[src/hdl/lcd_pkg.sv]
`default_nettype none

package lcd_pkg;

	// power-up and init timing, one count per clock
	localparam int POWERUP_CYCLES = 500;
	localparam int INIT_PULSE     = 10;
	localparam int INIT_WAIT_FS   = 50;  // after function set
	localparam int INIT_WAIT_DC   = 50;  // after display control
	localparam int INIT_WAIT_CLR  = 200; // clear needs the long wait
	localparam int INIT_WAIT_EM   = 100; // after entry mode

	// start of each init pulse within the init phase
	localparam int INIT_DC_AT  = INIT_PULSE + INIT_WAIT_FS;
	localparam int INIT_CLR_AT = INIT_DC_AT + INIT_PULSE + INIT_WAIT_DC;
	localparam int INIT_EM_AT  = INIT_CLR_AT + INIT_PULSE + INIT_WAIT_CLR;
	localparam int INIT_DONE   = INIT_EM_AT + INIT_PULSE + INIT_WAIT_EM;

	// single write transfer phases
	localparam int WR_SETUP = 1;
	localparam int WR_HIGH  = 13;
	localparam int WR_TOTAL = 51;

	// wide enough for the power-up wait
	localparam int CNT_W = 9;

	// {lines, font, display on, cursor, blink, increment, shift}
	localparam int CFG_W = 7;

	localparam int TXT_DEPTH = 4;
	localparam int NUM_REQ   = 2;

	localparam logic [7:0] INSTR_SET_DDRAM = 8'h80;
	localparam logic [7:0] LINE2_OFFSET    = 8'h40;

endpackage

`default_nettype wire
[src/hdl/lcd_req_if.sv]
`timescale 1ns/1ps
`default_nettype none

// one write request from a requester towards the arbiter
interface lcd_req_if;

	logic       req;   // level, held until granted
	logic       rs;    // register select
	logic [7:0] data;
	logic       grant; // one-cycle pulse back

	modport requester (
		output req,
		output rs,
		output data,
		input  grant
	);

	modport arbiter (
		input  req,
		input  rs,
		input  data,
		output grant
	);

endinterface

`default_nettype wire

[src/hdl/lcd_subsys_top.sv]
`timescale 1ns/1ps
`default_nettype none

module lcd_subsys_top import lcd_pkg::*; (
	input  logic             clk,
	input  logic             rst_n,
	input  logic [CFG_W-1:0] cfg,
	input  logic             char_valid,
	input  logic [7:0]       char_code,
	output logic             full,
	input  logic             pos_valid,
	input  logic             row,
	input  logic [5:0]       col,
	output logic             pending,
	output logic             lcd_e,
	output logic             lcd_rs,
	output logic             lcd_rw,
	output logic [7:0]       lcd_data,
	output logic             lcd_busy
);

	logic       ctrl_start;
	logic [9:0] ctrl_word;

	lcd_req_if txt_if ();
	lcd_req_if cur_if ();

	lcd_text_writer i_lcd_text_writer (
		.clk        (clk),
		.rst_n      (rst_n),
		.char_valid (char_valid),
		.char_code  (char_code),
		.full       (full),
		.bus        (txt_if.requester)
	);

	lcd_cursor_writer i_lcd_cursor_writer (
		.clk       (clk),
		.rst_n     (rst_n),
		.pos_valid (pos_valid),
		.row       (row),
		.col       (col),
		.pending   (pending),
		.bus       (cur_if.requester)
	);

	lcd_arbiter i_lcd_arbiter (
		.clk   (clk),
		.rst_n (rst_n),
		.txt   (txt_if.arbiter),
		.cur   (cur_if.arbiter),
		.busy  (lcd_busy),
		.start (ctrl_start),
		.word  (ctrl_word)
	);

	lcd_bus_ctrl i_lcd_bus_ctrl (
		.clk   (clk),
		.rst_n (rst_n),
		.cfg   (cfg),
		.start (ctrl_start),
		.word  (ctrl_word),
		.e     (lcd_e),
		.rs    (lcd_rs),
		.rw    (lcd_rw),
		.data  (lcd_data),
		.busy  (lcd_busy)
	);

endmodule

`default_nettype wire

[src/hdl/lcd_cursor_writer.sv]
`timescale 1ns/1ps
`default_nettype none

module lcd_cursor_writer import lcd_pkg::*; (
	input  logic         clk,
	input  logic         rst_n,
	input  logic         pos_valid,
	input  logic         row,
	input  logic [5:0]   col,
	output logic         pending,
	lcd_req_if.requester bus
);

	logic [7:0] instr;

	always_ff @(posedge clk or negedge rst_n) begin
		if (!rst_n)
			pending <= 1'b0;
		else if (pos_valid)
			pending <= 1'b1; // a new move beats a same-cycle grant
		else if (bus.grant)
			pending <= 1'b0;
	end

	// later request overwrites an ungranted one
	always_ff @(posedge clk) begin
		if (pos_valid)
			instr <= INSTR_SET_DDRAM + (row ? LINE2_OFFSET : 8'h00) + {2'b00, col};
	end

	assign bus.req  = pending;
	assign bus.rs   = 1'b0; // instruction register
	assign bus.data = instr;

endmodule

`default_nettype wire

[src/hdl/lcd_text_writer.sv]
`timescale 1ns/1ps
`default_nettype none

module lcd_text_writer import lcd_pkg::*; (
	input  logic         clk,
	input  logic         rst_n,
	input  logic         char_valid,
	input  logic [7:0]   char_code,
	output logic         full,
	lcd_req_if.requester bus
);

	logic [7:0]                   mem [TXT_DEPTH];
	logic [$clog2(TXT_DEPTH)-1:0] wr_ptr;
	logic [$clog2(TXT_DEPTH)-1:0] rd_ptr;
	logic [$clog2(TXT_DEPTH):0]   count;
	logic                         push;
	logic                         pop;

	assign full = (count == TXT_DEPTH);
	assign push = char_valid && !full; // dropped when full
	assign pop  = bus.grant;

	always_ff @(posedge clk or negedge rst_n) begin
		if (!rst_n) begin
			wr_ptr <= '0;
			rd_ptr <= '0;
			count  <= '0;
		end else begin
			if (push)
				wr_ptr <= wr_ptr + 1'b1; // wraps at depth
			if (pop)
				rd_ptr <= rd_ptr + 1'b1;
			case ({push, pop})
				2'b10:   count <= count + 1'b1;
				2'b01:   count <= count - 1'b1;
				default: ;
			endcase
		end
	end

	always_ff @(posedge clk) begin
		if (push)
			mem[wr_ptr] <= char_code;
	end

	assign bus.req  = (count != '0);
	assign bus.rs   = 1'b1; // character data
	assign bus.data = mem[rd_ptr];

endmodule

`default_nettype wire

[src/hdl/lcd_arbiter.sv]
`timescale 1ns/1ps
`default_nettype none

module lcd_arbiter import lcd_pkg::*; (
	input  logic       clk,
	input  logic       rst_n,
	lcd_req_if.arbiter txt,
	lcd_req_if.arbiter cur,
	input  logic       busy,
	output logic       start,
	output logic [9:0] word
);

	logic [NUM_REQ-1:0] req_vec;
	logic               last_cur; // cursor writer was served last
	logic               pick_txt;

	assign req_vec = {cur.req, txt.req};

	// text wins unless cursor also waits and text went last
	assign pick_txt = txt.req && (!cur.req || last_cur);

	assign start = (|req_vec) && !busy;

	assign txt.grant = start && pick_txt;
	assign cur.grant = start && !pick_txt;

	// rw is always a write
	always_comb begin
		if (pick_txt)
			word = {txt.rs, 1'b0, txt.data};
		else
			word = {cur.rs, 1'b0, cur.data};
	end

	always_ff @(posedge clk or negedge rst_n) begin
		if (!rst_n)
			last_cur <= 1'b1; // text wins the first tie
		else if (start)
			last_cur <= !pick_txt;
	end

endmodule

`default_nettype wire

[src/hdl/lcd_bus_ctrl.sv]
`timescale 1ns/1ps
`default_nettype none

module lcd_bus_ctrl import lcd_pkg::*; (
	input  logic             clk,
	input  logic             rst_n,
	input  logic [CFG_W-1:0] cfg,
	input  logic             start,
	input  logic [9:0]       word,  // {rs, rw, data}
	output logic             e,
	output logic             rs,
	output logic             rw,
	output logic [7:0]       data,
	output logic             busy
);

	typedef enum logic [1:0] {
		st_power,
		st_init,
		st_idle,
		st_write
	} state_t;

	state_t           state;
	logic [CNT_W-1:0] cnt;
	logic [CFG_W-1:0] cfg_q;
	logic [9:0]       word_q;

	// one counter shared by all timed phases
	always_ff @(posedge clk or negedge rst_n) begin
		if (!rst_n) begin
			state <= st_power;
			cnt   <= '0;
		end else begin
			case (state)
				st_power: begin
					if (cnt == CNT_W'(POWERUP_CYCLES - 1)) begin
						state <= st_init;
						cnt   <= '0;
					end else begin
						cnt <= cnt + 1'b1;
					end
				end
				st_init: begin
					if (cnt == CNT_W'(INIT_DONE - 1)) begin
						state <= st_idle;
						cnt   <= '0;
					end else begin
						cnt <= cnt + 1'b1;
					end
				end
				st_idle: begin
					if (start) begin
						state <= st_write;
						cnt   <= '0;
					end
				end
				default: begin
					if (cnt == CNT_W'(WR_TOTAL - 1)) begin
						state <= st_idle; // transfer slot over
						cnt   <= '0;
					end else begin
						cnt <= cnt + 1'b1;
					end
				end
			endcase
		end
	end

	always_ff @(posedge clk) begin
		if (state == st_power && cnt == CNT_W'(POWERUP_CYCLES - 1))
			cfg_q <= cfg; // panel setup taken once
		if (state == st_idle && start)
			word_q <= word;
	end

	always_comb begin
		e    = 1'b0;
		rs   = 1'b0;
		rw   = 1'b0;
		data = 8'h00;
		busy = 1'b1;
		case (state)
			st_init: begin
				if (cnt < INIT_PULSE) begin
					e    = 1'b1;
					data = {4'b0011, cfg_q[6], cfg_q[5], 2'b00}; // function set
				end else if (cnt >= INIT_DC_AT && cnt < INIT_DC_AT + INIT_PULSE) begin
					e    = 1'b1;
					data = {5'b00001, cfg_q[4], cfg_q[3], cfg_q[2]}; // display control
				end else if (cnt >= INIT_CLR_AT && cnt < INIT_CLR_AT + INIT_PULSE) begin
					e    = 1'b1;
					data = 8'b0000_0001; // clear
				end else if (cnt >= INIT_EM_AT && cnt < INIT_EM_AT + INIT_PULSE) begin
					e    = 1'b1;
					data = {6'b000001, cfg_q[1], cfg_q[0]}; // entry mode
				end
			end
			st_idle: busy = 1'b0;
			st_write: begin
				rs   = word_q[9];
				rw   = word_q[8];
				data = word_q[7:0];
				e    = (cnt >= WR_SETUP) && (cnt < WR_SETUP + WR_HIGH);
			end
			default: ;
		endcase
	end

endmodule

`default_nettype wire

[config.mk]
export PLATFORM = sky130hd
export DESIGN_NAME = lcd_subsys_top
export DESIGN_NICKNAME = d
export VERILOG_FILES = /design/src/hdl/lcd_pkg.sv /design/src/hdl/lcd_req_if.sv /design/src/hdl/lcd_subsys_top.sv /design/src/hdl/lcd_cursor_writer.sv /design/src/hdl/lcd_text_writer.sv /design/src/hdl/lcd_arbiter.sv /design/src/hdl/lcd_bus_ctrl.sv
export SDC_FILE = /design/constraint.sdc
export NUM_CORES = 1
export LEC_CHECK = 0
export BUFFER_PORTS_ARGS = -buffer_cell sky130_fd_sc_hd__buf_2
export CORE_MARGIN = 1.5
export CORE_UTILIZATION = 50
export CTS_BUF_LIST = sky130_fd_sc_hd__clkbuf_8
export DETAILED_ROUTE_END_ITERATION = 12
export GPL_TIMING_DRIVEN = 0
export PLACE_DENSITY = 0.7
export SYNTH_ARGS = -nofsm -noshare
export SYNTH_HDL_FRONTEND = slang
export SYNTH_HIERARCHICAL = 1
export SYNTH_SLANG_ARGS = --single-unit
[constraint.sdc]
create_clock -name clk -period 2.35 [get_ports clk]
set_input_delay 0.1175 -clock clk [delete_from_list [all_inputs] [get_ports clk]]
set_output_delay 0.1175 -clock clk [all_outputs]
set_load 0.05 [all_outputs]
==> summary.md, run 1 <==
| Metric | Value |
|---|---|
| Layout Nets | `402` |
| Sw Pwr | `827.8 µW` |
| Flop2flop setup slack | `0.07 ns` |
| Ant. Diodes | `0` |
| Setup TNS | `0 ns` |
| Overall power | `3.272 mW` |
| Top delay family on crit path | `simple AND/OR/NAND/NOR gates` |
| Top cells by area, synth | `edfxtp_1 (45%), dfrtp_1 (13%), mux4_2 (4.9%)` |
| P_int | `2.444 mW` |
| Critical-path maximum fanout | `6` |
| DIE WIDTH | `89.15 µm` |
| Clk pwr share | `34.7%` |
| DP Area | `4073 µm²` |
| Min cycle time layout | `2.342 ns` |
| Vias per inst | `5.279` |
| RD Place Congestion | `0.8474` |
| Yosys warnings | `6` |
| Area growth syn-to-layout | `27.75%` |
| # clock sinks | `76` |
| Die ar. | `7948 µm²` |
| Slowest-stage cell, CP | `dfrtp_1` |
| Drt first-iter violations | `92` |
| Most used cell, CP | `buf_6` |
| Commonest cells in the netlist | `edfxtp_1 (56), dfrtp_1 (19), inv_1 (16), nor2_1 (16), nand2_1 (15)` |
| Count leader, synth | `edfxtp_1` |
| Initial antenna violation count | `0` |
| Syn Area/Cell | `13.35 µm²` |
| #FFs+latches synth | `76` |
| WHS | `0.08897 ns` |
| Worst-Margin Slew | `1.097 ns` |
| Sw Ratio | `25.30%` |
| Clock slew at reported path FFs | `0.08 ns` |
| Outcome | `completed` |
| Post-synth cell types | `62` |
| Htree depth | `3` |
| R2R depth | `4` |
| Flop pwr share | `51.8%` |
| Post-synthesis net count | `318` |
| Pwr Density | `690.2 nW/µm²` |
| Clock skew | `0.01369 ns` |
| Starting density of the core | `51.44%` |
| Num CTS Buffers | `9` |
| DR WL/cell | `16.06 µm` |
| Critical Path End Type | `primary output` |
| RSZ-0062 raised after global routing | `true` |
| Cell count after placement | `416` |
| Worst R2R End | `i_lcd_bus_ctrl/cfg_q[5]$_DFFE_PP_` |
| WHS Endpoint | `i_lcd_cursor_writer/bus.req$_DFFE_PN0P_` |
| WP buf/inv | `3` |
| Detail Route Antenna Nets | `0` |
| First drt pass iteration count | `4` |
| Boundary pin count | `40` |
| Max-slew violations | `0` |
| Combinational power share | `13.5%` |
| Critical Path Max Stage Delay | `0.40 ns` |
| Fin. Hold Viols | `0` |
| Final period util | `99.65%` |
| Top cell type's share of synthesized area | `45.31%` |
| Worst setup path class | `reg2out` |
| IO buf count | `39` |
| P_leak | `1.854 nW` |
| Post-synth EDFFs | `56` |
| Gr ovfl total | `0` |
| Max Freq | `0.4270 GHz` |
| Final wirelength | `7.484 mm` |
| Setup crit start | `i_lcd_bus_ctrl/cnt[7]$_DFFE_PN0N_` |
| Mapped Cells | `278` |
| Max capacitance violation total | `0` |
| Worst hold path depth | `2` |
| Ys flop type | `edfxtp_1` |
| Largest area contributor in the netlist | `edfxtp_1` |
| Reg2reg start | `i_lcd_bus_ctrl/cnt[3]$_DFFE_PN0N_` |
| Die Y | `89.15 µm` |
| Post-synth ARST share | `26.32%` |
| Worst path cell trace | `buf_6 -> or3_4 -> nor4_4 -> buf_4 -> nand2_2 -> nand2_1 -> a22o_1 -> buf_6` |
| Clock root buffer | `clkbuf_8` |
| Startpoint types | `register` |
| Sequential area share after synthesis | `58.83%` |
| Vias in the first global route | `2365` |
| Tot GR Track Use | `19.68%` |
| Synthesized area | `3711 µm²` |
| Largest net degree at the start of global routing | `21` |
| Longest Clk Path Bufs | `2` |
| First-pass GRT wire length | `11.40 mm` |
| Final Setup Violations | `0` |
| Fin cells | `466` |
| Relative slew margins | `26.33%` |
| Hold Path Class | `in2reg` |
| Critical Path AT | `2.22 ns` |
| Drc violations | `0` |
| Worst endpoint required time | `2.23 ns` |
| Layout cells sized above 1 | `35.97%` |
| Design Area, Final | `4741 µm²` |
| CTS tree | `built` |
| Rows | `31` |
| Routed via count | `2460` |
| Core Area | `7214 µm²` |
| Detail Placement HPWL | `4.690 mm` |
| Hold path start | `pos_valid` |
| Clock Latency Late Sink | `0.35 ns` |
| VDD IR-drop max | `489.2 µV` |
-- placed cells by master (no fill, tap or decap), types with 5 or more instances in the layout --
cell           instances
a21oi_1                9
and2_1                 5
buf_2                 36
buf_4                 20
buf_6                  7
clkbuf_8               9
dfrtp_1               19
dlygate4sd3_1         23
edfxtp_1              56
ha_1                  11
inv_1                 13
mux2_2                 9
mux4_2                 8
nand2_1               13
nand3_1                9
nor2_1                15
nor3_1                 5
xnor2_1                6
-- cell families (layout without fill, tap and decap cells) --
group           count (synthesis)  in the layout  share of synthesized area, %
fa+ha+maj                      14             14                         4.923
compound gates                 43             43                         8.531
buf+inv                        34            123                         4.349
simple gates                   78             78                         12.31
mux                            20             20                         8.530
other cells                     4              4                        0.4045
xor+xnor                        9              9                         2.124
flops                          76             76                         58.83
-- layout make-up --
class,instances,area (µm²)
fill,562,2474
sequential,76,2183
multi-input combinational,168,1474
timing repair buffer,73,540.5
buffer,18,127.6
clock buffer,9,123.9
tap,99,123.9
clock inverter,7,103.9
inverter,16,63.81
-- power by group through the flow --
| stage | Clock [mW] | Sequential, mW | Combinational (mW) |
|---|---|---|---|
| floorplan | 0 | 1.71 | 0.306 |
| global placement | 0 | 1.72 | 0.398 |
| detailed placement | 0 | 1.73 | 0.411 |
| CTS | 1.16 | 1.70 | 0.444 |
| global route | 1.21 | 1.71 | 0.493 |
| finish | 1.13 | 1.69 | 0.443 |
-- registers in the layout, summed over array words and instances, names as in the netlist --
name,flops
i_lcd_cursor_writer/bus.data,7
i_lcd_cursor_writer/bus.req,1
i_lcd_arbiter/last_cur,1
i_lcd_text_writer/mem,32
i_lcd_bus_ctrl/cfg_q,7
i_lcd_bus_ctrl/word_q,10
i_lcd_text_writer/rd_ptr,2
i_lcd_text_writer/count,3
i_lcd_bus_ctrl/cnt,9
i_lcd_text_writer/wr_ptr,2
i_lcd_bus_ctrl/state,2
-- through the flow --
stage	utilization, %	setup slack, ns
3_3_place_gp	56.45	0.03383
6_report	65.71	0.008332
2_1_floorplan	-	0.005373
3_5_place_dp	56.45	0.004888
4_1_cts	63.72	-0.01546
5_1_grt	65.71	-0.07787
-- metal layers --
metal  up-vias  global-route usage (%)  routed length, µm
met4         0                   5.734                100
met5         -                       0                  0
li1       1179                       -                  -
met2        67                   34.18               3971
met3        12                   6.187                309
met1      1202                   23.58               3102
-- repair_timing --
| item | 4_1_cts | 5_1_grt |
|---|---|---|
| resized for setup | 13 | 33 |
| pin swaps | 6 | 7 |
| endpoints found under the setup margin | 7 | 12 |
| hold endpoints to repair | 65 | 0 |
| hold buffers | 23 | 0 |
| setup buffers | 3 | 8 |
-- worst max path at each step --
stage,slack [ns],cells after the start,end
floorplan,0.005,6,lcd_data[2]
global placement,0.03,7,lcd_data[2]
CTS,-0.02,7,lcd_e
global route,-0.08,8,lcd_data[3]
finish,0.008,8,lcd_data[3]
detailed placement,0.005,7,lcd_e
-- worst reg2reg max path, delay by kind of cell (launching register included) --
| kind | cells | cell delay (ns) |
|---|---|---|
| buffers and inverters | 2 | 0.25 |
| flip-flops | 1 | 0.39 |
| AND/OR/NAND/NOR | 2 | 1.25 |
Note: power is estimated with default switching activity, not from simulation.
==> run 2: changes to the inputs <==
--- a/config.mk
+++ b/config.mk
@@ -7,11 +7,11 @@
 export LEC_CHECK = 0
 export BUFFER_PORTS_ARGS = -buffer_cell sky130_fd_sc_hd__buf_2
 export CORE_MARGIN = 1.5
-export CORE_UTILIZATION = 50
+export CORE_UTILIZATION = 23
 export CTS_BUF_LIST = sky130_fd_sc_hd__clkbuf_8
 export DETAILED_ROUTE_END_ITERATION = 12
 export GPL_TIMING_DRIVEN = 0
-export PLACE_DENSITY = 0.7
+export PLACE_DENSITY = 0.39
 export SYNTH_ARGS = -nofsm -noshare
 export SYNTH_HDL_FRONTEND = slang
 export SYNTH_HIERARCHICAL = 1
==> run 2 against run 1 <==
  * Clock power barely moved
  * Critical path depth fell by 1
  * Non-clock buffer count rose by 6
  * Worst hold slack improved by 0.0040 ns
  * Routed wire length rose by 12%
  * Sequential cell count did not move
  * Die area rose by 110%
  * Sequential power barely moved
  * Via count fell by 0.65%
  * Clock skew fell by 0.010 ns
  * Sequential share of layout area fell by 1.7 points
  * First-iteration DRC count rose by 38%
  * Critical path type unchanged
  * Largest cell class unchanged
==> summary.md, run 2 (same netlist as run 1, synthesis figures left out) <==
| Metric | Value |
|---|---|
| Htree depth | `3 (unchanged)` |
| Multi-input gate area | `1473 µm² (was 1474 µm²)` |
| Place WS | `-0.1141 ns (was 0.004888 ns)` |
| Area growth syn-to-layout | `32.74% (was 27.75%)` |
| DR WL/cell | `14.23 µm (was 16.06 µm)` |
| Final wirelength | `8.380 mm (was 7.484 mm)` |
| Worst-Margin Slew | `0.6789 ns (was 1.097 ns)` |
| Max-slew violations | `0 (unchanged)` |
| Outcome | `completed (unchanged)` |
| Boundary pin count | `40 (unchanged)` |
| VDD IR-drop max | `403.4 µV (was 489.2 µV)` |
| Core Area | `15830 µm² (was 7214 µm²)` |
| Critical Path AT | `2.17 ns (was 2.22 ns)` |
| Hold Path Class | `in2reg (unchanged)` |
| First-pass GRT wire length | `12.77 mm (was 11.40 mm)` |
| Pwr Density | `659.0 nW/µm² (was 690.2 nW/µm²)` |
| Relative slew margins | `54.49% (was 26.33%)` |
| Starting density of the core | `23.45% (was 51.44%)` |
| Final Setup Violations | `0 (unchanged)` |
| Num CTS Buffers | `9 (unchanged)` |
| Layout Nets | `408 (was 402)` |
| Startpoint types | `register (unchanged)` |
| RD Place Congestion | `0.7787 (was 0.8474)` |
| Max capacitance violation total | `0 (unchanged)` |
| Clock slew at reported path FFs | `0.08 ns (about the same)` |
| Layout cells sized above 1 | `36.73% (was 35.97%)` |
| Rows | `46 (was 31)` |
| Longest Clk Path Bufs | `2 (unchanged)` |
| Ant. Diodes | `0 (unchanged)` |
| Clock root buffer | `clkbuf_8 (unchanged)` |
| Clock Latency Late Sink | `0.35 ns (about the same)` |
| Vias in the first global route | `2356 (was 2365)` |
| Gr ovfl total | `0 (unchanged)` |
| Worst setup path class | `reg2out (unchanged)` |
| CTS tree | `built (unchanged)` |
| P_leak | `1.883 nW (was 1.854 nW)` |
| Detail Route Antenna Nets | `0 (unchanged)` |
| Register area | `2185 µm² (was 2183 µm²)` |
| IO buf count | `39 (unchanged)` |
| Vias per inst | `4.149 (was 5.279)` |
| WHS | `0.09298 ns (was 0.08897 ns)` |
| Largest regs | `i_lcd_text_writer/mem: 32 flops, i_lcd_bus_ctrl/word_q: 10 flops, i_lcd_bus_ctrl/cnt: 9 flops (unchanged)` |
| Clock skew | `0.003700 ns (was 0.01369 ns)` |
| Worst endpoint required time | `2.23 ns (about the same)` |
| Routed via count | `2444 (was 2460)` |
| Initial antenna violation count | `0 (unchanged)` |
| Post-layout util | `31.12% (was 65.71%)` |
| Max reg flops | `32 (unchanged)` |
| Max Freq | `0.4370 GHz (was 0.4270 GHz)` |
| # clock sinks | `76 (unchanged)` |
| Most flops, register | `i_lcd_text_writer/mem (unchanged)` |
| Final period util | `97.38% (was 99.65%)` |
| DIE WIDTH | `130.0 µm (was 89.15 µm)` |
| Die Y | `130.0 µm (was 89.15 µm)` |
| Final setup margin | `0.06169 ns (was 0.008332 ns)` |
| Critical-path maximum fanout | `10 (was 6)` |
| Drt first-iter violations | `127 (was 92)` |
| RSZ-0062 raised after global routing | `true (unchanged)` |
| Min cycle time layout | `2.288 ns (was 2.342 ns)` |
| Tot GR Track Use | `10.23% (was 19.68%)` |
| Die ar. | `16910 µm² (was 7948 µm²)` |
| Fillers | `1605 (was 562)` |
| Most common cell after layout, fill and taps aside | `edfxtp_1 (unchanged)` |
| Detail Placement HPWL | `5.671 mm (was 4.690 mm)` |
| Drc violations | `0 (unchanged)` |
| Largest net degree at the start of global routing | `21 (unchanged)` |
| First drt pass iteration count | `4 (unchanged)` |
| Most frequent cells in the layout | `edfxtp_1 (56), buf_2 (35), buf_4 (26), dlygate4sd3_1 (23), dfrtp_1 (18) (was edfxtp_1 (56), buf_2 (36), dlygate4sd3_1 (23), buf_4 (20), dfrtp_1 (19))` |
| Critical Path End Type | `primary output (unchanged)` |
| Fin. Hold Viols | `0 (unchanged)` |
## run 2: layout make-up
cell class | instances | share of cell area (%)
Sequential cell | 76 | 44.35
Timing Repair Buffer | 80 | 11.99
Inverter | 16 | 1.295
Clock inverter | 7 | 1.829
Clock buffer | 9 | 2.515
Multi-Input combinational cell | 168 | 29.90
Tap cell | 216 | 5.486
Buffer | 17 | 2.642
## run 2: final timing paths
check	startpoint	endpoint	slack (ns)	depth (start not counted)
max	i_lcd_bus_ctrl/cnt[6]$_DFFE_PN0N_	lcd_data[2]	0.06	7
min	pos_valid	i_lcd_cursor_writer/bus.req$_DFFE_PN0P_	0.09	2
min reg2reg	i_lcd_text_writer/count[2]$_DFFE_PN0P_	i_lcd_text_writer/count[2]$_DFFE_PN0P_	0.51	1
max in group asynchronous	rst_n	i_lcd_bus_ctrl/cnt[2]$_DFFE_PN0N_	1.71	2
min in group asynchronous	rst_n	i_lcd_bus_ctrl/cnt[8]$_DFFE_PN0N_	0.27	2
max reg2reg	i_lcd_bus_ctrl/state[0]$_DFFE_PN0P_	i_lcd_bus_ctrl/cnt[6]$_DFFE_PN0N_	0.12	9
## run 2: timing repair
| item | in CTS | in global routing |
|---|---|---|
| buffers inserted | 6 | 12 |
| gates resized for setup | 18 | 32 |
| pin swaps | 4 | 11 |
| hold endpoints to repair | 65 | 0 |
| setup endpoints to repair | 8 | 20 |
| hold buffers | 23 | 0 |
## run 2: critical path, stage by stage, from the launching register on
cell and delay (ns):
dfrtp_1 0.47, clkbuf_4 0.27, nor4bb_1 0.23, o211a_1 0.26
nor2_1 0.08, a21boi_0 0.14, o21ai_1 0.19, buf_6 0.18
## run 2: where the power goes
group | internal, mW | total [mW] | switching, mW
Clock | 0.595 | 1.11 | 0.510
Sequential | 1.62 | 1.69 | 0.0720
Combinational | 0.205 | 0.446 | 0.242
Total | 2.42 | 3.25 | 0.824
## run 2: metal layers
layer	track usage [%]	share of wire, %
met5	0	0
met4	2.745	0.63
met3	3.485	3.9
met2	16.16	48
met1	13.41	47
## run 2: per-stage QoR
step | cells | power, mW | cell area [µm²] | setup TNS [ns]
detailed placement | 533 | 2.150 | 4219 | -0.1929
CTS | 578 | 3.300 | 4762 | -0.07395
global route | 589 | 3.417 | 4926 | -0.08713
global placement | 533 | 2.138 | 4219 | -0.1713
floorplan | 278 | 2.011 | 3754 | 0
finish | 589 | 3.246 | 4926 | 0
